File: config.mk
export PLATFORM = sky130hd
export DESIGN_NAME = lsu_port_share
export DESIGN_NICKNAME = d
export VERILOG_FILES = /design/src/logic/ldst_pkg.sv /design/src/logic/lsu_cfg_pkg.sv /design/src/logic/dcache_share.sv /design/src/logic/fair_2way_arbiter.sv /design/src/logic/lsu_port_share.sv /design/src/logic/vadder_share.sv /design/src/logic/vaddr_adder.sv
export SDC_FILE = /design/constraint.sdc
export NUM_CORES = 1
export LEC_CHECK = 0
export BUFFER_PORTS_ARGS = -buffer_cell sky130_fd_sc_hd__buf_2
export CORE_AREA = 3 3 375 377
export DETAILED_ROUTE_END_ITERATION = 10
export DIE_AREA = 0 0 378 380
export PLACE_DENSITY_LB_ADDON = 0.2
export SYNTH_ARGS = -nofsm -noshare
export SYNTH_HDL_FRONTEND = slang
export SYNTH_HIERARCHICAL = 1
export SYNTH_SLANG_ARGS = --single-unit
File: constraint.sdc
create_clock -name clk_i -period 10 [get_ports clk_i]
set_input_delay 1 -clock clk_i [delete_from_list [all_inputs] [get_ports clk_i]]
set_output_delay 1 -clock clk_i [all_outputs]
set_load 0.02 [all_outputs]
File: src/logic/ldst_pkg.sv
/*
 * Operation encodings of the load/store unit:
 * access types, cache store widths and exception codes
 */
`default_nettype none

package ldst_pkg;

  localparam int unsigned LDST_TYPE_LEN = 3;
  localparam int unsigned ST_WIDTH_LEN  = 2;
  localparam int unsigned EXCEPT_LEN    = 4;

  // Access type from the decode stage
  typedef enum logic [LDST_TYPE_LEN-1:0] {
    LS_BYTE,
    LS_BYTE_U,
    LS_HALFWORD,
    LS_HALFWORD_U,
    LS_WORD,
    LS_WORD_U,
    LS_DOUBLEWORD
  } ldst_type_e;

  // Width of a cache write
  typedef enum logic [ST_WIDTH_LEN-1:0] {
    B,
    HW,
    W,
    DW
  } store_width_e;

  // Codes follow the RISC-V mcause numbering
  typedef enum logic [EXCEPT_LEN-1:0] {
    E_NONE               = 4'd0,
    E_LD_ADDR_MISALIGNED = 4'd4,
    E_ST_ADDR_MISALIGNED = 4'd6
  } except_e;

endpackage

`default_nettype wire

File: src/logic/lsu_cfg_pkg.sv
/*
 * Data width and buffer tag sizes of the load/store unit,
 * plus the shared buffer index seen as a load tag or a store tag
 */
`default_nettype none

package lsu_cfg_pkg;

  localparam int unsigned XLEN         = 64;
  localparam int unsigned LDBUFF_TAG_W = 3;
  localparam int unsigned STBUFF_TAG_W = 2;

  // Shared index is as wide as the larger tag
  localparam int unsigned BUFF_IDX_LEN =
      (LDBUFF_TAG_W > STBUFF_TAG_W) ? LDBUFF_TAG_W : STBUFF_TAG_W;

  // Load tags span the whole index, so no padding in this view
  typedef struct packed {
    logic [LDBUFF_TAG_W-1:0] tag;
  } ld_idx_t;

  typedef struct packed {
    logic [BUFF_IDX_LEN-STBUFF_TAG_W-1:0] pad;
    logic [STBUFF_TAG_W-1:0]              tag;
  } st_idx_t;

  // Decoded by the store flag that travels with it
  typedef union packed {
    ld_idx_t ld;
    st_idx_t st;
  } buff_idx_u;

endpackage

`default_nettype wire

File: src/logic/dcache_share.sv
/*
 * Sharing of the L1 data cache port between load and store buffers:
 * arbiter, request mux, store width encoding, answer and wakeup decoder
 */
`timescale 1ns/1ps
`default_nettype none

module dcache_share (
  input  logic                                 clk_i,
  input  logic                                 rst_n_i,
  input  logic                                 lb_dcache_valid_i,
  input  logic                                 sb_dcache_valid_i,
  input  logic                                 dcache_ready_i,
  input  logic [lsu_cfg_pkg::XLEN-1:0]         lb_paddr_i,
  input  logic [lsu_cfg_pkg::XLEN-1:0]         sb_paddr_i,
  input  logic [lsu_cfg_pkg::XLEN-1:0]         sb_value_i,
  input  ldst_pkg::ldst_type_e                 sb_dc_sttype_i,
  input  logic [lsu_cfg_pkg::LDBUFF_TAG_W-1:0] lb_dc_tag_i,
  input  logic [lsu_cfg_pkg::STBUFF_TAG_W-1:0] sb_dc_tag_i,
  output logic                                 lb_dcache_ready_o,
  output logic                                 sb_dcache_ready_o,
  output logic                                 dcache_req_valid_o,
  output logic                                 dcache_req_is_store_o,
  output logic [lsu_cfg_pkg::XLEN-1:0]         dcache_req_paddr_o,
  output logic [lsu_cfg_pkg::XLEN-1:0]         dcache_req_data_o,
  output ldst_pkg::store_width_e               dcache_req_width_o,
  output lsu_cfg_pkg::buff_idx_u               dcache_req_idx_o,
  input  logic                                 dcache_ans_valid_i,
  input  logic                                 dcache_wup_valid_i,
  input  logic                                 dcache_was_store_i,
  input  logic [lsu_cfg_pkg::XLEN-1:0]         dcache_ans_data_i,
  input  logic [lsu_cfg_pkg::XLEN-1:0]         dcache_wup_line_i,
  input  lsu_cfg_pkg::buff_idx_u               dcache_ans_idx_i,
  input  logic                                 lb_dc_ans_ready_i,
  input  logic                                 sb_dc_ans_ready_i,
  output logic                                 lb_dc_ans_valid_o,
  output logic                                 sb_dc_ans_valid_o,
  output logic                                 lb_dc_wup_valid_o,
  output logic                                 sb_dc_wup_valid_o,
  output logic                                 dcache_ready_o,
  output logic [lsu_cfg_pkg::XLEN-1:0]         dcache_value_o,
  output logic [lsu_cfg_pkg::XLEN-1:0]         dcache_wup_line_o,
  output logic [lsu_cfg_pkg::LDBUFF_TAG_W-1:0] lb_dc_ans_tag_o,
  output logic [lsu_cfg_pkg::STBUFF_TAG_W-1:0] sb_dc_ans_tag_o
);

  import ldst_pkg::*;

  logic sel_lb;

  // --------------------
  // Request side

  fair_2way_arbiter u_dcache_arb (
    .clk_i     (clk_i),
    .rst_n_i   (rst_n_i),
    .lb_valid_i(lb_dcache_valid_i),
    .sb_valid_i(sb_dcache_valid_i),
    .ready_i   (dcache_ready_i),
    .valid_o   (dcache_req_valid_o),
    .lb_ready_o(lb_dcache_ready_o),
    .sb_ready_o(sb_dcache_ready_o),
    .lb_sel_o  (sel_lb)
  );

  assign dcache_req_is_store_o = ~sel_lb;

  always_comb begin
    dcache_req_idx_o = '0;
    if (sel_lb) begin
      dcache_req_paddr_o      = lb_paddr_i;
      dcache_req_data_o       = '0;
      dcache_req_width_o      = DW;
      dcache_req_idx_o.ld.tag = lb_dc_tag_i;
    end else begin
      dcache_req_paddr_o      = sb_paddr_i;
      dcache_req_data_o       = sb_value_i;
      dcache_req_idx_o.st.tag = sb_dc_tag_i;
      // Signedness does not matter for a write
      case (sb_dc_sttype_i)
        LS_BYTE, LS_BYTE_U:         dcache_req_width_o = B;
        LS_HALFWORD, LS_HALFWORD_U: dcache_req_width_o = HW;
        LS_WORD, LS_WORD_U:         dcache_req_width_o = W;
        default:                    dcache_req_width_o = DW;
      endcase
    end
  end

  // --------------------
  // Answers and wakeups

  assign lb_dc_ans_valid_o = dcache_ans_valid_i & ~dcache_was_store_i;
  assign sb_dc_ans_valid_o = dcache_ans_valid_i & dcache_was_store_i;
  assign lb_dc_wup_valid_o = dcache_wup_valid_i & ~dcache_was_store_i;
  assign sb_dc_wup_valid_o = dcache_wup_valid_i & dcache_was_store_i;
  assign dcache_ready_o    = dcache_was_store_i ? sb_dc_ans_ready_i : lb_dc_ans_ready_i;

  assign dcache_value_o    = dcache_ans_data_i;
  assign dcache_wup_line_o = dcache_wup_line_i;
  assign lb_dc_ans_tag_o   = dcache_ans_idx_i.ld.tag;
  assign sb_dc_ans_tag_o   = dcache_ans_idx_i.st.tag;

  // Cache side never answers and wakes up in the same cycle
  a_ans_wup_excl : assert property (@(posedge clk_i) disable iff (!rst_n_i)
    !(dcache_ans_valid_i && dcache_wup_valid_i));

endmodule

`default_nettype wire

File: src/logic/fair_2way_arbiter.sv
/*
 * Round-robin handshake arbiter between the load buffer
 * and the store buffer for one shared resource
 */
`timescale 1ns/1ps
`default_nettype none

module fair_2way_arbiter (
  input  logic clk_i,
  input  logic rst_n_i,
  input  logic lb_valid_i,
  input  logic sb_valid_i,
  input  logic ready_i,
  output logic valid_o,
  output logic lb_ready_o,
  output logic sb_ready_o,
  output logic lb_sel_o
);

  // High when the load side won the last transfer
  logic last_lb_q;

  // Load side wins alone, or on a tie when the store side went last
  assign lb_sel_o   = lb_valid_i & (~sb_valid_i | ~last_lb_q);
  assign valid_o    = lb_valid_i | sb_valid_i;
  assign lb_ready_o = ready_i & lb_sel_o;
  assign sb_ready_o = ready_i & sb_valid_i & ~lb_sel_o;

  always_ff @(posedge clk_i or negedge rst_n_i) begin
    if (!rst_n_i) begin
      last_lb_q <= 1'b1;
    end else if (valid_o && ready_i) begin
      last_lb_q <= lb_sel_o;
    end
  end

  // A contested grant goes to the side not served at the last transfer
  a_alternate : assert property (@(posedge clk_i) disable iff (!rst_n_i)
    valid_o && ready_i |=>
      !(lb_valid_i && sb_valid_i) || lb_sel_o != $past(lb_sel_o));

endmodule

`default_nettype wire

File: src/logic/lsu_port_share.sv
/*
 * Load/store unit resource sharing: address adder path
 * and data cache path between the two buffers
 */
`timescale 1ns/1ps
`default_nettype none

module lsu_port_share (
  input  logic                                 clk_i,
  input  logic                                 rst_n_i,
  input  logic                                 flush_i,
  // Address adder
  input  logic                                 lb_vadder_valid_i,
  input  logic                                 sb_vadder_valid_i,
  input  logic                                 lb_vadder_ready_i,
  input  logic                                 sb_vadder_ready_i,
  input  logic [lsu_cfg_pkg::XLEN-1:0]         lb_rs1_value_i,
  input  logic [lsu_cfg_pkg::XLEN-1:0]         lb_imm_value_i,
  input  logic [lsu_cfg_pkg::XLEN-1:0]         sb_rs1_value_i,
  input  logic [lsu_cfg_pkg::XLEN-1:0]         sb_imm_value_i,
  input  ldst_pkg::ldst_type_e                 lb_ldtype_i,
  input  ldst_pkg::ldst_type_e                 sb_sttype_i,
  input  logic [lsu_cfg_pkg::LDBUFF_TAG_W-1:0] lb_tag_i,
  input  logic [lsu_cfg_pkg::STBUFF_TAG_W-1:0] sb_tag_i,
  output logic                                 lb_vadder_ready_o,
  output logic                                 sb_vadder_ready_o,
  output logic                                 vadder_lb_valid_o,
  output logic                                 vadder_sb_valid_o,
  output logic [lsu_cfg_pkg::XLEN-1:0]         vadder_vaddr_o,
  output ldst_pkg::except_e                    vadder_except_o,
  output logic [lsu_cfg_pkg::LDBUFF_TAG_W-1:0] vadder_lb_tag_o,
  output logic [lsu_cfg_pkg::STBUFF_TAG_W-1:0] vadder_sb_tag_o,
  // Data cache requests
  input  logic                                 lb_dcache_valid_i,
  input  logic                                 sb_dcache_valid_i,
  input  logic                                 dcache_ready_i,
  input  logic [lsu_cfg_pkg::XLEN-1:0]         lb_paddr_i,
  input  logic [lsu_cfg_pkg::XLEN-1:0]         sb_paddr_i,
  input  logic [lsu_cfg_pkg::XLEN-1:0]         sb_value_i,
  input  ldst_pkg::ldst_type_e                 sb_dc_sttype_i,
  input  logic [lsu_cfg_pkg::LDBUFF_TAG_W-1:0] lb_dc_tag_i,
  input  logic [lsu_cfg_pkg::STBUFF_TAG_W-1:0] sb_dc_tag_i,
  output logic                                 lb_dcache_ready_o,
  output logic                                 sb_dcache_ready_o,
  output logic                                 dcache_req_valid_o,
  output logic                                 dcache_req_is_store_o,
  output logic [lsu_cfg_pkg::XLEN-1:0]         dcache_req_paddr_o,
  output logic [lsu_cfg_pkg::XLEN-1:0]         dcache_req_data_o,
  output ldst_pkg::store_width_e               dcache_req_width_o,
  output lsu_cfg_pkg::buff_idx_u               dcache_req_idx_o,
  // Data cache answers and wakeups
  input  logic                                 dcache_ans_valid_i,
  input  logic                                 dcache_wup_valid_i,
  input  logic                                 dcache_was_store_i,
  input  logic [lsu_cfg_pkg::XLEN-1:0]         dcache_ans_data_i,
  input  logic [lsu_cfg_pkg::XLEN-1:0]         dcache_wup_line_i,
  input  lsu_cfg_pkg::buff_idx_u               dcache_ans_idx_i,
  input  logic                                 lb_dc_ans_ready_i,
  input  logic                                 sb_dc_ans_ready_i,
  output logic                                 lb_dc_ans_valid_o,
  output logic                                 sb_dc_ans_valid_o,
  output logic                                 lb_dc_wup_valid_o,
  output logic                                 sb_dc_wup_valid_o,
  output logic                                 dcache_ready_o,
  output logic [lsu_cfg_pkg::XLEN-1:0]         dcache_value_o,
  output logic [lsu_cfg_pkg::XLEN-1:0]         dcache_wup_line_o,
  output logic [lsu_cfg_pkg::LDBUFF_TAG_W-1:0] lb_dc_ans_tag_o,
  output logic [lsu_cfg_pkg::STBUFF_TAG_W-1:0] sb_dc_ans_tag_o
);

  vadder_share u_vadder_share (
    .clk_i            (clk_i),
    .rst_n_i          (rst_n_i),
    .flush_i          (flush_i),
    .lb_vadder_valid_i(lb_vadder_valid_i),
    .sb_vadder_valid_i(sb_vadder_valid_i),
    .lb_vadder_ready_i(lb_vadder_ready_i),
    .sb_vadder_ready_i(sb_vadder_ready_i),
    .lb_rs1_value_i   (lb_rs1_value_i),
    .lb_imm_value_i   (lb_imm_value_i),
    .sb_rs1_value_i   (sb_rs1_value_i),
    .sb_imm_value_i   (sb_imm_value_i),
    .lb_ldtype_i      (lb_ldtype_i),
    .sb_sttype_i      (sb_sttype_i),
    .lb_tag_i         (lb_tag_i),
    .sb_tag_i         (sb_tag_i),
    .lb_vadder_ready_o(lb_vadder_ready_o),
    .sb_vadder_ready_o(sb_vadder_ready_o),
    .vadder_lb_valid_o(vadder_lb_valid_o),
    .vadder_sb_valid_o(vadder_sb_valid_o),
    .vadder_vaddr_o   (vadder_vaddr_o),
    .vadder_except_o  (vadder_except_o),
    .vadder_lb_tag_o  (vadder_lb_tag_o),
    .vadder_sb_tag_o  (vadder_sb_tag_o)
  );

  dcache_share u_dcache_share (
    .clk_i                (clk_i),
    .rst_n_i              (rst_n_i),
    .lb_dcache_valid_i    (lb_dcache_valid_i),
    .sb_dcache_valid_i    (sb_dcache_valid_i),
    .dcache_ready_i       (dcache_ready_i),
    .lb_paddr_i           (lb_paddr_i),
    .sb_paddr_i           (sb_paddr_i),
    .sb_value_i           (sb_value_i),
    .sb_dc_sttype_i       (sb_dc_sttype_i),
    .lb_dc_tag_i          (lb_dc_tag_i),
    .sb_dc_tag_i          (sb_dc_tag_i),
    .lb_dcache_ready_o    (lb_dcache_ready_o),
    .sb_dcache_ready_o    (sb_dcache_ready_o),
    .dcache_req_valid_o   (dcache_req_valid_o),
    .dcache_req_is_store_o(dcache_req_is_store_o),
    .dcache_req_paddr_o   (dcache_req_paddr_o),
    .dcache_req_data_o    (dcache_req_data_o),
    .dcache_req_width_o   (dcache_req_width_o),
    .dcache_req_idx_o     (dcache_req_idx_o),
    .dcache_ans_valid_i   (dcache_ans_valid_i),
    .dcache_wup_valid_i   (dcache_wup_valid_i),
    .dcache_was_store_i   (dcache_was_store_i),
    .dcache_ans_data_i    (dcache_ans_data_i),
    .dcache_wup_line_i    (dcache_wup_line_i),
    .dcache_ans_idx_i     (dcache_ans_idx_i),
    .lb_dc_ans_ready_i    (lb_dc_ans_ready_i),
    .sb_dc_ans_ready_i    (sb_dc_ans_ready_i),
    .lb_dc_ans_valid_o    (lb_dc_ans_valid_o),
    .sb_dc_ans_valid_o    (sb_dc_ans_valid_o),
    .lb_dc_wup_valid_o    (lb_dc_wup_valid_o),
    .sb_dc_wup_valid_o    (sb_dc_wup_valid_o),
    .dcache_ready_o       (dcache_ready_o),
    .dcache_value_o       (dcache_value_o),
    .dcache_wup_line_o    (dcache_wup_line_o),
    .lb_dc_ans_tag_o      (lb_dc_ans_tag_o),
    .sb_dc_ans_tag_o      (sb_dc_ans_tag_o)
  );

endmodule

`default_nettype wire

File: src/logic/vadder_share.sv
/*
 * Sharing of the address adder between load and store buffers:
 * arbiter, operand mux and result decoder
 */
`timescale 1ns/1ps
`default_nettype none

module vadder_share (
  input  logic                                 clk_i,
  input  logic                                 rst_n_i,
  input  logic                                 flush_i,
  input  logic                                 lb_vadder_valid_i,
  input  logic                                 sb_vadder_valid_i,
  input  logic                                 lb_vadder_ready_i,
  input  logic                                 sb_vadder_ready_i,
  input  logic [lsu_cfg_pkg::XLEN-1:0]         lb_rs1_value_i,
  input  logic [lsu_cfg_pkg::XLEN-1:0]         lb_imm_value_i,
  input  logic [lsu_cfg_pkg::XLEN-1:0]         sb_rs1_value_i,
  input  logic [lsu_cfg_pkg::XLEN-1:0]         sb_imm_value_i,
  input  ldst_pkg::ldst_type_e                 lb_ldtype_i,
  input  ldst_pkg::ldst_type_e                 sb_sttype_i,
  input  logic [lsu_cfg_pkg::LDBUFF_TAG_W-1:0] lb_tag_i,
  input  logic [lsu_cfg_pkg::STBUFF_TAG_W-1:0] sb_tag_i,
  output logic                                 lb_vadder_ready_o,
  output logic                                 sb_vadder_ready_o,
  output logic                                 vadder_lb_valid_o,
  output logic                                 vadder_sb_valid_o,
  output logic [lsu_cfg_pkg::XLEN-1:0]         vadder_vaddr_o,
  output ldst_pkg::except_e                    vadder_except_o,
  output logic [lsu_cfg_pkg::LDBUFF_TAG_W-1:0] vadder_lb_tag_o,
  output logic [lsu_cfg_pkg::STBUFF_TAG_W-1:0] vadder_sb_tag_o
);

  import lsu_cfg_pkg::*;
  import ldst_pkg::*;

  logic            arb_valid;
  logic            sel_lb;
  logic            adder_ready;
  logic [XLEN-1:0] mux_rs1;
  logic [XLEN-1:0] mux_imm;
  ldst_type_e      mux_type;
  buff_idx_u       mux_idx;
  logic            res_valid;
  logic            res_is_store;
  logic            res_ready;
  buff_idx_u       res_idx;

  // --------------------
  // Request side

  fair_2way_arbiter u_vadder_arb (
    .clk_i     (clk_i),
    .rst_n_i   (rst_n_i),
    .lb_valid_i(lb_vadder_valid_i),
    .sb_valid_i(sb_vadder_valid_i),
    .ready_i   (adder_ready),
    .valid_o   (arb_valid),
    .lb_ready_o(lb_vadder_ready_o),
    .sb_ready_o(sb_vadder_ready_o),
    .lb_sel_o  (sel_lb)
  );

  always_comb begin
    mux_idx = '0;
    if (sel_lb) begin
      mux_rs1        = lb_rs1_value_i;
      mux_imm        = lb_imm_value_i;
      mux_type       = lb_ldtype_i;
      mux_idx.ld.tag = lb_tag_i;
    end else begin
      mux_rs1        = sb_rs1_value_i;
      mux_imm        = sb_imm_value_i;
      mux_type       = sb_sttype_i;
      mux_idx.st.tag = sb_tag_i;
    end
  end

  vaddr_adder u_vaddr_adder (
    .clk_i      (clk_i),
    .rst_n_i    (rst_n_i),
    .flush_i    (flush_i),
    .valid_i    (arb_valid),
    .ready_i    (res_ready),
    .is_store_i (~sel_lb),
    .rs1_value_i(mux_rs1),
    .imm_value_i(mux_imm),
    .ldst_type_i(mux_type),
    .idx_i      (mux_idx),
    .valid_o    (res_valid),
    .ready_o    (adder_ready),
    .is_store_o (res_is_store),
    .vaddr_o    (vadder_vaddr_o),
    .idx_o      (res_idx),
    .except_o   (vadder_except_o)
  );

  // --------------------
  // Reply side

  assign vadder_lb_valid_o = res_valid & ~res_is_store;
  assign vadder_sb_valid_o = res_valid & res_is_store;
  assign res_ready         = res_is_store ? sb_vadder_ready_i : lb_vadder_ready_i;
  assign vadder_lb_tag_o   = res_idx.ld.tag;
  assign vadder_sb_tag_o   = res_idx.st.tag;

endmodule

`default_nettype wire

File: src/logic/vaddr_adder.sv
/*
 * Virtual address adder with one output register and
 * alignment check on the computed address
 */
`timescale 1ns/1ps
`default_nettype none

module vaddr_adder (
  input  logic                         clk_i,
  input  logic                         rst_n_i,
  input  logic                         flush_i,
  input  logic                         valid_i,
  input  logic                         ready_i,
  input  logic                         is_store_i,
  input  logic [lsu_cfg_pkg::XLEN-1:0] rs1_value_i,
  input  logic [lsu_cfg_pkg::XLEN-1:0] imm_value_i,
  input  ldst_pkg::ldst_type_e         ldst_type_i,
  input  lsu_cfg_pkg::buff_idx_u       idx_i,
  output logic                         valid_o,
  output logic                         ready_o,
  output logic                         is_store_o,
  output logic [lsu_cfg_pkg::XLEN-1:0] vaddr_o,
  output lsu_cfg_pkg::buff_idx_u       idx_o,
  output ldst_pkg::except_e            except_o
);

  import lsu_cfg_pkg::*;
  import ldst_pkg::*;

  logic [XLEN-1:0] sum;
  logic            misaligned;
  except_e         except_d;
  logic            valid_q;

  assign sum = rs1_value_i + imm_value_i;

  always_comb begin
    case (ldst_type_i)
      LS_HALFWORD, LS_HALFWORD_U: misaligned = sum[0];
      LS_WORD, LS_WORD_U:         misaligned = |sum[1:0];
      LS_DOUBLEWORD:              misaligned = |sum[2:0];
      default:                    misaligned = 1'b0;
    endcase
    if (!misaligned) begin
      except_d = E_NONE;
    end else if (is_store_i) begin
      except_d = E_ST_ADDR_MISALIGNED;
    end else begin
      except_d = E_LD_ADDR_MISALIGNED;
    end
  end

  // Register can take a new request while the old result drains
  assign ready_o = ~valid_q | ready_i;
  assign valid_o = valid_q;

  always_ff @(posedge clk_i or negedge rst_n_i) begin
    if (!rst_n_i) begin
      valid_q <= 1'b0;
    end else if (flush_i) begin
      valid_q <= 1'b0;
    end else if (ready_o) begin
      valid_q <= valid_i;
    end
  end

  always_ff @(posedge clk_i) begin
    if (valid_i && ready_o) begin
      vaddr_o    <= sum;
      idx_o      <= idx_i;
      is_store_o <= is_store_i;
      except_o   <= except_d;
    end
  end

  // Stalled result must not change under the consumer
  a_hold_result : assert property (@(posedge clk_i) disable iff (!rst_n_i || flush_i)
    valid_o && !ready_i |=> valid_o && $stable(vaddr_o) && $stable(idx_o)
      && $stable(is_store_o) && $stable(except_o));

endmodule

`default_nettype wire

* Word level (Yosys, flattened, before mapping)
Cells that the tools add are included.
** Cells by class
- Shift operators :: 0
- Divide/modulo/power cells :: 0
- Multiply operators :: 0
- Multiplexer cells :: 16
- Order comparisons :: 0
- Reductions and logical operators :: 11
- Equal/unequal tests :: 10
- Add/sub/neg operators :: 1
- Bitwise logic cells :: 28
** Operators by type and width (count)
- $mux 64 :: 4
- $add 64x64->64 :: 1
- $eq 3x3->1 const B :: 5
- $and 1x1->1 :: 14
- $eq 3x2->1 const B :: 4
- $reduce_or 2->1 :: 6
- $not 1->1 :: 9
- $mux 2 :: 4
- $pmux 2 s3 :: 1
- $mux 1 :: 5
- $or 1x1->1 :: 5
- $eq 3x1->1 const B :: 1
- $logic_not 3->1 :: 1
- $mux 3 :: 1
- $pmux 1 s3 :: 1
- $reduce_or 3->1 :: 1
- $logic_and 1x1->1 :: 2
- $reduce_bool 2->1 :: 1
** Word-level totals
- Memory bits (writable) :: 0
- Memories kept :: 0
- Register bits :: 75
- Latch bits :: 0
- Word-level logic and storage cells :: 74
- Input port bits :: 613
- ROM bits :: 0

* Logic depth before layout (Yosys ltp)
Gate-level depths: netlist (run 1).
- Word-level depth :: 7
- Depth in mapped cells :: 16

* Cells and area by module
The synthesis (run 1) kept the hierarchy.
** Modules (own cells, without submodules)
- vaddr_adder :: area each 6037.0 sq um, instances 1, seq. area each 2127.0 sq um, cells an instance 648
- dcache_share :: area each 2338.5 sq um, instances 1, seq. area each 0.0 sq um, cells an instance 287
- vadder_share :: area each 1845.5 sq um, instances 1, seq. area each 0.0 sq um, cells an instance 155
- fair_2way_arbiter :: area each 73.8 sq um, instances 2, seq. area each 26.3 sq um, cells an instance 9

* Worst setup path after synthesis (run 1)
Ideal clock, no wire load.
- Path type :: input to register
- From :: in lb_vadder_valid_i
- To :: reg u_vadder_share/u_vaddr_adder/vaddr_o[44] (netlist bit), data pin
- Setup slack :: 5712 ps
- Data required time :: 9735 ps
- Buffers on the path :: 2
- Stages :: 15
- Arrival time :: 4023 ps
- Path through :: a21boi_2 > buf_6 > buf_2 > mux2_2 > ha_1 > fa_1 > a21oi_2 > nor2_2 > nor4_4 > nor2_1 > a21oi_4 > a21oi_1 > o31ai_1 > o21ai_0 > xor2_1
** Between the ends
- Longest elaborated chain between the ends :: 3
- Elaborated cells between the ends (all ways) :: 4
- Those cells by class :: 1 x add/sub; 2 x mux; 1 x bitwise
** RTL lines
- from (decl) :: RTL line lsu_port_share.sv:13 : input logic lb_vadder_valid_i,
- $and 1x1->1 :: RTL line fair_2way_arbiter.sv:24 : assign lb_sel_o = lb_valid_i & (~sb_valid_i | ~last_lb_q);
- $mux 64 :: RTL line vadder_share.sv:66 : if (sel_lb) begin
- via u_vadder_share.mux_rs1[0] :: RTL line vadder_share.sv:40 : logic [XLEN-1:0] mux_rs1;
- $add 64x64->64 :: RTL line vaddr_adder.sv:35 : assign sum = rs1_value_i + imm_value_i;
- via u_vadder_share.u_vaddr_adder.sum[44] :: RTL line vaddr_adder.sv:30 : logic [XLEN-1:0] sum;
- to (signal assigned) :: RTL line vaddr_adder.sv:69 : vaddr_o <= sum;
- to (decl) :: RTL line vaddr_adder.sv:22 : output logic [lsu_cfg_pkg::XLEN-1:0] vaddr_o,
The timed path passes the listed nets, and every way through them passes these cells.
A chain may end at the register's enable or synchronous reset.

* Final worst setup path (run 1)
- From :: in lb_vadder_valid_i
- To :: reg u_vadder_share/u_vaddr_adder/vaddr_o[60] (netlist bit), data pin
** Between the ends
- Longest elaborated chain between the ends :: 3
- Elaborated cells between the ends (all ways) :: 4
- Those cells by class :: 1 x add/sub; 2 x mux; 1 x bitwise
** RTL lines
- $and 1x1->1 :: RTL line fair_2way_arbiter.sv:24
- via u_vadder_share.sel_lb :: RTL line vadder_share.sv:38 : logic sel_lb;
- $mux 64 :: RTL line vadder_share.sv:66
- via u_vadder_share.mux_imm[43] :: RTL line vadder_share.sv:41 : logic [XLEN-1:0] mux_imm;
- $add 64x64->64 :: RTL line vaddr_adder.sv:35
- via u_vadder_share.u_vaddr_adder.sum[60] :: RTL line vaddr_adder.sv:30
The timed path passes the listed nets, and every way through them passes these cells.

==> results of run 1 <==
==> stage by stage <==
step	setup WS [ns]	cells	hold slack [ns]
3_5_place_dp	4.071	3416	0.5468
3_3_place_gp	4.067	3416	0.5488
4_1_cts	4.542	3432	0.3348
5_1_grt	4.486	3440	0.3503
2_1_floorplan	5.712	1109	0.5182
6_report	4.808	3454	0.3839
==> per-layer routing <==
metal / track usage (%) / up-vias / wire, µm
met5: 0 / - / 275
met4: 3.582 / 44 / 2368
met3: 3.876 / 209 / 7276
met2: 19.85 / 505 / 41530
met1: 8.157 / 4619 / 22170
li1: - / 4932 / -
==> layout by cell type, fill, tap and decap left out, types with 7 or more instances in the layout <==
cell | netlist | final
inv_1 | 21 | 21
diode_2 | 0 | 22
mux2_2 | 153 | 153
clkbuf_16 | 0 | 9
ha_1 | 63 | 63
xnor2_1 | 37 | 37
nand2_1 | 61 | 61
buf_2 | 25 | 697
nor2_1 | 42 | 42
mux2_4 | 48 | 48
edfxtp_1 | 70 | 70
o21bai_1 | 14 | 14
nand4_1 | 21 | 21
a21o_1 | 32 | 32
xor2_1 | 23 | 23
nor2b_1 | 73 | 73
o21ai_0 | 36 | 36
a31oi_1 | 10 | 10
nand3_1 | 14 | 14
a21oi_1 | 83 | 83
o21ai_1 | 7 | 7
and2_1 | 13 | 12
==> where the power goes <==
part	switching (W)	leakage (nW)	internal, W
clock network	0.000172	0.162	0.000244
registers	0.0000276	0.730	0.000468
logic	0.000842	5.72	0.000504
==> cell type report <==
class	count	area, µm²	area share (%)
multi-input cells	824	6739	44.35
repair buffers	704	3553	23.39
well taps	1794	2245	14.77
flip-flops and latches	73	2180	14.34
clock buffers	9	225.2	1.482
clock inverters	7	118.9	0.7823
inverters	21	78.83	0.5188
diodes	22	55.05	0.3623
==> cells in the mapped netlist (23+ instances only) <==
library cell and count:
mux2_2 153, xor2_1 23, nand2_1 61, ha_1 63, a21oi_1 83, nor2_1 42
buf_2 25, o21ai_0 36, edfxtp_1 70, nor2b_1 73, a21o_1 32, xnor2_1 37
buf_4 137, mux2_4 48
==> sequential cells by signal, indices dropped and copies added, names as in the netlist <==
signal,cells
u_vadder_share/u_vaddr_adder/vaddr_o,64
u_vadder_share/u_vaddr_adder/idx_o,3
u_vadder_share/u_vaddr_adder/except_o,2
u_dcache_share/u_dcache_arb/last_lb_q,1
u_vadder_share/u_vadder_arb/last_lb_q,1
u_vadder_share/u_vaddr_adder/is_store_o,1
u_vadder_share/u_vaddr_adder/valid_o,1
==> path summary, 6_finish.rpt <==
kind                                                             to                                  start  cells past startpoint
setup / recovery           u_vadder_share/u_vaddr_adder/vaddr_o[60]                      lb_vadder_valid_i                     12
hold / removal                 u_vadder_share/u_vaddr_adder/valid_o                                rst_n_i                      1
setup reg to reg           u_vadder_share/u_vaddr_adder/vaddr_o[60]  u_vadder_share/u_vadder_arb/last_lb_q                     11
hold reg to reg               u_dcache_share/u_dcache_arb/last_lb_q  u_dcache_share/u_dcache_arb/last_lb_q                      2
max in group asynchronous     u_vadder_share/u_vadder_arb/last_lb_q                                rst_n_i                      1
min in group clk_i            u_dcache_share/u_dcache_arb/last_lb_q  u_dcache_share/u_dcache_arb/last_lb_q                      2
==> critical path, stage by stage <==
cell,delay (ns)
buf_2,0.11
a21boi_4,0.24
buf_4,0.50
mux2_2,0.42
ha_1,0.56
and2_1,0.53
nand3_1,0.17
a2111oi_0,0.76
nor2_1,0.31
o31ai_4,0.37
a31oi_1,0.16
xnor2_1,0.14
==> cells by family (layout without fill, tap and decap cells) <==
logic type               Yosys count  after routing
AO/OA/AOI/OAI                    234            234
multiplexers                     201            201
adder cells (fa/ha/maj)           64             64
flip-flops                        73             73
other                              1             24
AND/OR/NAND/NOR                  263            263
XOR/XNOR                          60             60
buffers and inverters            212            741
==> impl_metrics.env, run 1 <==
export IMPL_cp_arrival_ns=5.35
export IMPL_numPortBuffers=697
export IMPL_nFillCells=16050
export IMPL_yosysUniqueCellTypes=74
export IMPL_grt_pass1_vias=10730
export IMPL_syn_inst=1108
export IMPL_gr_total_overflow=0
export IMPL_place_area_um2=14800
export IMPL_start_util_pct=7.541
export IMPL_clock_sinks=73
export IMPL_synth_area_mux_share_pct=23.57
export IMPL_hold_buffers=0
export IMPL_synthSimpleGateAreaFrac_pct=13.56
export IMPL_drtPass1Iterations=4
export IMPL_syn2layout_area_growth_pct=46.54
export IMPL_status="finished clean"
export IMPL_crit_path_end_kind="flop"
export IMPL_fp_dieW_um=378
export IMPL_fin_skew_ns=0.007769
export IMPL_gr_usage_all_layers_pct=9.716
export IMPL_dpl_hpwl_um=66120
export IMPL_irDropWorstVdd_mv=0.07827
export IMPL_synth_top_area_share_pct=20.27
export IMPL_cts_clk_slew_worst_paths_ns=0.07
export IMPL_holdCritPathClass="input pin to async pin"
export IMPL_r2r_setup_slack_ns=5.15
export IMPL_drtAntennaViolNets=0
export IMPL_synth_compound_area_share_pct=14.76
export IMPL_synth_area_leaders="edfxtp_1 (20%), mux2_2 (17%), buf_4 (9.9%), ha_1 (7.6%), mux2_4 (7.0%)"
export IMPL_hold_viol=0
export IMPL_vias=10310
export IMPL_setup_tns_ns=0
export IMPL_fp_coreArea_um2=137500
export IMPL_fin_crit_ns=5.192
export IMPL_postSynthAreaPerCell_um2=9.358
export IMPL_synth_top_family_by_area="multiplexers"
export IMPL_yosys_warnings=6
export IMPL_cts_resized=0
export IMPL_ys_ff_latch=73
export IMPL_h_tree_depth=3
export IMPL_drt_iter0_markers=314
export IMPL_syn_cell_area_um2=10370
export IMPL_synth_edf_count=70
export IMPL_grt_pass1_wl_um=92620
export IMPL_fin_crit_sh_pct=51.92
export IMPL_synthArstFlopShare_pct=4.110
export IMPL_drive_gt1_share_pct=58.12
export IMPL_required_ns=10.15
export IMPL_yosysTopAreaCell="edfxtp_1"
export IMPL_vias_per_cell=2.985
export IMPL_startpoint_type="input pin"
export IMPL_synth_seq_area_share_pct=21.02
export IMPL_synth_adder_area_share_pct=7.795
export IMPL_die_y_um=380
export IMPL_drv_cap=0
export IMPL_setup_viol=0
export IMPL_die_area_um2=143600
export IMPL_final_core_util_pct=11.05
export IMPL_path_max_fanout=31
export IMPL_fin_total_pwr_w=0.002257
export IMPL_p_leak_nw=6.608
export IMPL_rsz0062_at_grt="false"
export IMPL_routed_wl_um=73620
export IMPL_row_count=136
export IMPL_post_cts_buffers=0
export IMPL_cts_tree="yes"
export IMPL_drc=0
export IMPL_num_nets_final=2310
export IMPL_gp_congestion=0.7430
export IMPL_slew_headroom_pct=42.15
export IMPL_crit_type="input pin to flop"
export IMPL_fmax_mhz=192.6
export IMPL_wl_per_cell_um=21.31
export IMPL_clockRootBuffer="clkbuf_16"
export IMPL_stdcell_area_um2=15190
export IMPL_cts_buffers=9
export IMPL_clock_latency_ns=0.41
export IMPL_tightestPinTransition_ns=0.8459
export IMPL_synth_xor_area_share_pct=5.068
export IMPL_p_per_area_nw_per_um2=148.5
export IMPL_clockBufferDepth=2
export IMPL_ioPinCount=965
export IMPL_final_max_slew_viol_count=0
export IMPL_synth_main_ff_cell="edfxtp_1"
export IMPL_grt_start_max_net_pins=84
export IMPL_antenna_found_initial=66
(Power assumes the default switching activity.)
==> run 2, diff against run 1 <==
- CORE_AREA: 3 3 375 377 -> 3 3 378 380
- DIE_AREA: 0 0 378 380 -> 0 0 381 383
- clock period: 10 -> 5.08 ns (I/O delays scaled with it)
==> impl_metrics.env, run 2 (synthesized netlist as in run 1, its figures left out) <==
export IMPL_tightestPinTransition_ns=0.9245
export IMPL_crit_type="flop to flop"
export IMPL_irDropWorstVdd_mv=0.1415
export IMPL_cp_slowest_stage_delay_ns=0.46
export IMPL_start_util_pct=7.431
export IMPL_crit_slowest_cell="ha_1"
export IMPL_cts_buffers=9
export IMPL_grt_start_max_net_pins=77
export IMPL_fp_coreArea_um2=139500
export IMPL_antenna_found_initial=60
export IMPL_clock_latency_ns=0.41
export IMPL_dp_cells=3543
export IMPL_row_count=137
export IMPL_vias_per_cell=2.951
export IMPL_syn2layout_area_growth_pct=51.37
export IMPL_routed_wl_um=76560
export IMPL_clock_sinks=73
export IMPL_clockBufferDepth=2
export IMPL_fp_dieW_um=381
export IMPL_path_max_fanout=31
export IMPL_fin_skew_ns=0.02125
export IMPL_stdcell_area_um2=15700
export IMPL_dp_worst_setup_slack_ns=0.2791
export IMPL_crit_path_end_kind="flop"
export IMPL_setup_tns_ns=0
export IMPL_gp_congestion=0.7954
export IMPL_die_area_um2=145900
export IMPL_ioPinCount=965
export IMPL_drv_cap=0
export IMPL_cp_arrival_ns=4.64
export IMPL_vias=10560
export IMPL_cts_clk_slew_worst_paths_ns=0.07
export IMPL_holdCritPathClass="input pin to flop"
export IMPL_largest_reg_flops=64
export IMPL_final_core_util_pct=11.25
export IMPL_final_common_cell="buf_2"
export IMPL_p_per_area_nw_per_um2=291.1
export IMPL_hold_viol=0
export IMPL_dpl_hpwl_um=69690
export IMPL_p_leak_nw=6.855
export IMPL_place_area_um2=15300
export IMPL_cts_tree="yes"
export IMPL_h_tree_depth=3
export IMPL_startpoint_type="flop"
export IMPL_drc=0
export IMPL_clockRootBuffer="clkbuf_16"
export IMPL_top_regs="u_vadder_share/u_vaddr_adder/vaddr_o (64), u_vadder_share/u_vaddr_adder/idx_o (3), u_vadder_share/u_vaddr_adder/except_o (2)"
export IMPL_num_nets_final=2356
export IMPL_setup_viol=0
export IMPL_largest_register="u_vadder_share/u_vaddr_adder/vaddr_o"
export IMPL_layout_common_cells="buf_2 (697), mux2_2 (153), a21oi_1 (83)"
export IMPL_fin_crit_ns=4.492
export IMPL_fmax_mhz=222.6
export IMPL_nFillCells=16320
export IMPL_wl_per_cell_um=21.40
export IMPL_die_y_um=383
export IMPL_rsz0062_at_grt="false"
export IMPL_drive_gt1_share_pct=59.14
export IMPL_numPortBuffers=697
export IMPL_grt_pass1_wl_um=97930
export IMPL_grt_pass1_vias=10880
export IMPL_gr_total_overflow=0
export IMPL_drtPass1Iterations=5
export IMPL_drt_iter0_markers=445
export IMPL_fin_ws_ns=0.5875
export IMPL_required_ns=5.23
export IMPL_final_cells=3577
export IMPL_crit_chain="a21boi_4 > buf_12 > buf_12 > mux2_2 > ha_1 > a21oi_1 > o21ai_0 > a21o_1 > a21boi_0 > nand3_2 > a21oi_1 > o31a_1 > o21ai_2 > xor2_1"
export IMPL_fin_crit_sh_pct=88.43
export IMPL_final_max_slew_viol_count=0
export IMPL_gr_usage_all_layers_pct=10.08
export IMPL_drtAntennaViolNets=0
export IMPL_slew_headroom_pct=38.37
export IMPL_status="finished clean"
export IMPL_cts_resized=0
==> run 2: area by class of cell <==
type | count | area (µm²) | area share, %
Inverter | 21 | 78.83 | 0.5022
Clock inverter | 6 | 115.1 | 0.7334
Timing Repair Buffer | 750 | 3964 | 25.26
Tap cell | 1876 | 2347 | 14.96
Multi-Input combinational cell | 824 | 6739 | 42.94
Clock buffer | 10 | 229.0 | 1.459
Antenna cell | 17 | 42.54 | 0.2710
Sequential cell | 73 | 2180 | 13.89
==> run 2: critical path, delay by kind of cell, from the launching register on <==
family / cells / cell delay [ns]
compound gates: 8 / 2.11
fa+ha+maj: 1 / 0.46
buf+inv: 2 / 0.43
flops: 1 / 0.39
mux: 1 / 0.38
simple gates: 1 / 0.28
xor+xnor: 1 / 0.13
==> run 2: final timing paths <==
check                      depth (start not counted)                                   from  slack, ns                                       end
max reg2reg                                       14  u_vadder_share/u_vadder_arb/last_lb_q       0.59  u_vadder_share/u_vaddr_adder/vaddr_o[62]
min in group asynchronous                          2                                rst_n_i       0.46      u_vadder_share/u_vaddr_adder/valid_o
min                                                2                                flush_i       0.27      u_vadder_share/u_vaddr_adder/valid_o
max                                               14  u_vadder_share/u_vadder_arb/last_lb_q       0.59  u_vadder_share/u_vaddr_adder/vaddr_o[62]
max in group asynchronous                          2                                rst_n_i       4.41     u_vadder_share/u_vadder_arb/last_lb_q
min reg2reg                                        2  u_dcache_share/u_dcache_arb/last_lb_q       0.55     u_dcache_share/u_dcache_arb/last_lb_q
==> run 2: metal layers <==
metal	GRT usage (%)	wire, µm
met2	20.18	43140
met1	8.689	23480
met3	3.754	6450
met4	4.705	3214
met5	0	272
==> run 2: where the power goes <==
group / internal, W / switching, W / total (W)
combinational: 0.00107 / 0.00170 / 0.00278
sequential: 0.000922 / 0.0000588 / 0.000981
clock: 0.000483 / 0.000329 / 0.000811
total: 0.00248 / 0.00209 / 0.00457
==> run 2: through the flow <==
step | total power (W) | hold WS, ns
2_1_floorplan | 0.002779 | 0.2124
3_3_place_gp | 0.003917 | 0.3305
3_5_place_dp | 0.003901 | 0.3255
4_1_cts | 0.004782 | 0.2031
5_1_grt | 0.004914 | 0.2405
6_report | 0.004569 | 0.2667
==> run 2: repair_timing <==
item / in CTS / in global routing
setup buffers: 0 / 0
hold endpoints to repair: 1 / 0
hold buffers: 1 / 0
==> run 3, diff against run 2 <==
- CORE_AREA: 3 3 378 380 -> 3 3 372 374
- DIE_AREA: 0 0 381 383 -> 0 0 375 377
==> impl_metrics.env, run 3 (synthesized netlist as in run 1, its figures left out) <==
export IMPL_routed_wl_um=76460
export IMPL_gp_congestion=0.7445
export IMPL_status="finished clean"
export IMPL_num_nets_final=2350
export IMPL_fin_total_pwr_w=0.004447
export IMPL_row_count=135
export IMPL_final_common_cell="buf_2"
export IMPL_r2r_cells=15
export IMPL_post_cts_buffers=0
export IMPL_crit_type="flop to flop"
export IMPL_hold_end="u_vadder_share/u_vaddr_adder/valid_o"
export IMPL_grt_pass1_vias=11050
export IMPL_drv_cap=0
export IMPL_r2r_setup_slack_ns=0.69
export IMPL_start_util_pct=7.664
export IMPL_wl_per_cell_um=21.94
export IMPL_startpoint_type="flop"
export IMPL_setup_tns_ns=0
export IMPL_slew_headroom_pct=30.68
export IMPL_drtAntennaViolNets=0
export IMPL_final_max_slew_viol_count=0
export IMPL_die_area_um2=141400
export IMPL_regArea_um2=2180
export IMPL_fin_crit_sh_pct=86.47
export IMPL_numPortBuffers=697
export IMPL_largest_reg_flops=64
export IMPL_place_area_um2=15120
export IMPL_clock_latency_ns=0.40
export IMPL_vias_per_cell=3.068
export IMPL_cts_buffers=9
export IMPL_cp_arrival_ns=4.53
export IMPL_die_y_um=377
export IMPL_grt_start_max_net_pins=46
export IMPL_grt_pass1_wl_um=96700
export IMPL_cts_tree="yes"
export IMPL_fp_dieW_um=375
export IMPL_path_max_fanout=43
export IMPL_reg2reg_from="u_vadder_share/u_vadder_arb/last_lb_q"
export IMPL_top_regs="u_vadder_share/u_vaddr_adder/vaddr_o (64), u_vadder_share/u_vaddr_adder/idx_o (3), u_vadder_share/u_vaddr_adder/except_o (2)"
export IMPL_antenna_found_initial=88
export IMPL_gr_total_overflow=0
export IMPL_required_ns=5.21
export IMPL_p_leak_nw=6.805
export IMPL_multi_input_area_um2=6739
export IMPL_tightestPinTransition_ns=1.037
export IMPL_clockBufferDepth=2
export IMPL_cts_resized=0
export IMPL_fp_coreArea_um2=135300
export IMPL_setup_viol=0
export IMPL_gr_usage_all_layers_pct=10.26
export IMPL_fmax_mhz=227.6
export IMPL_fin_skew_ns=0.01195
export IMPL_holdCritPathClass="input pin to flop"
export IMPL_crit_path_end_kind="flop"
export IMPL_cts_clk_slew_worst_paths_ns=0.07
export IMPL_stdcell_area_um2=15500
export IMPL_startpoint="u_vadder_share/u_vadder_arb/last_lb_q"
export IMPL_nFillCells=15790
export IMPL_layout_common_cells="buf_2 (697), mux2_2 (153), a21oi_1 (83)"
export IMPL_rsz0062_at_grt="false"
export IMPL_vias=10690
export IMPL_holdPathStages=2
export IMPL_clockRootBuffer="clkbuf_16"
export IMPL_fin_crit_ns=4.393
export IMPL_clock_sinks=73
export IMPL_hold_viol=0
export IMPL_timing_rr_end="u_vadder_share/u_vaddr_adder/vaddr_o[49]"
export IMPL_drc=0
export IMPL_h_tree_depth=3
export IMPL_drive_gt1_share_pct=59.06
export IMPL_drtPass1Iterations=4
export IMPL_drt_iter0_markers=473
export IMPL_dpl_hpwl_um=69550
export IMPL_irDropWorstVdd_mv=0.1768
export IMPL_ioPinCount=965
export IMPL_largest_register="u_vadder_share/u_vaddr_adder/vaddr_o"
export IMPL_min_from="flush_i"
export IMPL_p_per_area_nw_per_um2=286.9
export IMPL_syn2layout_area_growth_pct=49.49
==> run 3: metrics by stage <==
stage	worst slack (ns)	utilization [%]	hold WS, ns	cells
final	0.6872	11.46	0.2703	3485
after global routing	0.4234	11.43	0.2353	3470
after CTS	0.5186	11.41	0.2125	3459
after detailed placement	0.2229	11.18	0.3118	3442
after global placement	0.2230	11.18	0.3135	3442
after floorplan	1.284	-	0.2124	1109
==> run 3: cell type report <==
class | count | area share, %
inverter | 21 | 0.5086
clock buffer | 9 | 1.453
timing repair buffer | 744 | 25.20
antenna | 26 | 0.4198
sequential | 73 | 14.06
multi-input combinational | 824 | 43.48
clock inverter | 7 | 0.5005
tap | 1781 | 14.38
==> run 3: worst max-delay path by stage <==
stage                                                           to  slack (ns)  depth (start not counted)
after floorplan           u_vadder_share/u_vaddr_adder/vaddr_o[44]        1.28                         15
after global placement    u_vadder_share/u_vaddr_adder/vaddr_o[59]        0.22                         15
after detailed placement  u_vadder_share/u_vaddr_adder/vaddr_o[59]        0.22                         15
after CTS                 u_vadder_share/u_vaddr_adder/vaddr_o[59]        0.52                         14
after global routing      u_vadder_share/u_vaddr_adder/vaddr_o[49]        0.42                         14
final                     u_vadder_share/u_vaddr_adder/vaddr_o[49]        0.69                         15
==> run 3: repair_timing <==
| item | in CTS | in global routing |
|---|---|---|
| endpoints found under the hold margin | 1 | 0 |
| setup endpoints to repair | 0 | 0 |
| hold buffers | 1 | 0 |
==> run 3: where the power goes <==
part	switching, W	leakage (nW)	internal [W]
sequential	0.0000569	0.730	0.000922
clock	0.000355	0.147	0.000385
combinational	0.00166	5.93	0.00107
total	0.00207	6.81	0.00237
==> run 3: critical path, cell delays in order (launching register included) <==
cell	delay, ns
dfstp_2	0.39
a21boi_4	0.29
buf_12	0.18
buf_12	0.21
mux2_2	0.39
ha_1	0.36
a21oi_1	0.20
o21ai_0	0.18
a221oi_1	0.46
nor2_1	0.19
o31ai_2	0.38
a21boi_2	0.12
a21boi_1	0.17
buf_4	0.18
o21ai_1	0.10
xor2_1	0.16
==> run 3: routing by layer <==
metal	vias to the layer above	global-route usage [%]	wire [µm]
met2	563	20.75	43380
met1	4814	8.719	23250
li1	5027	-	-
met5	-	0	204
met3	254	3.854	6550
met4	34	4.657	3074
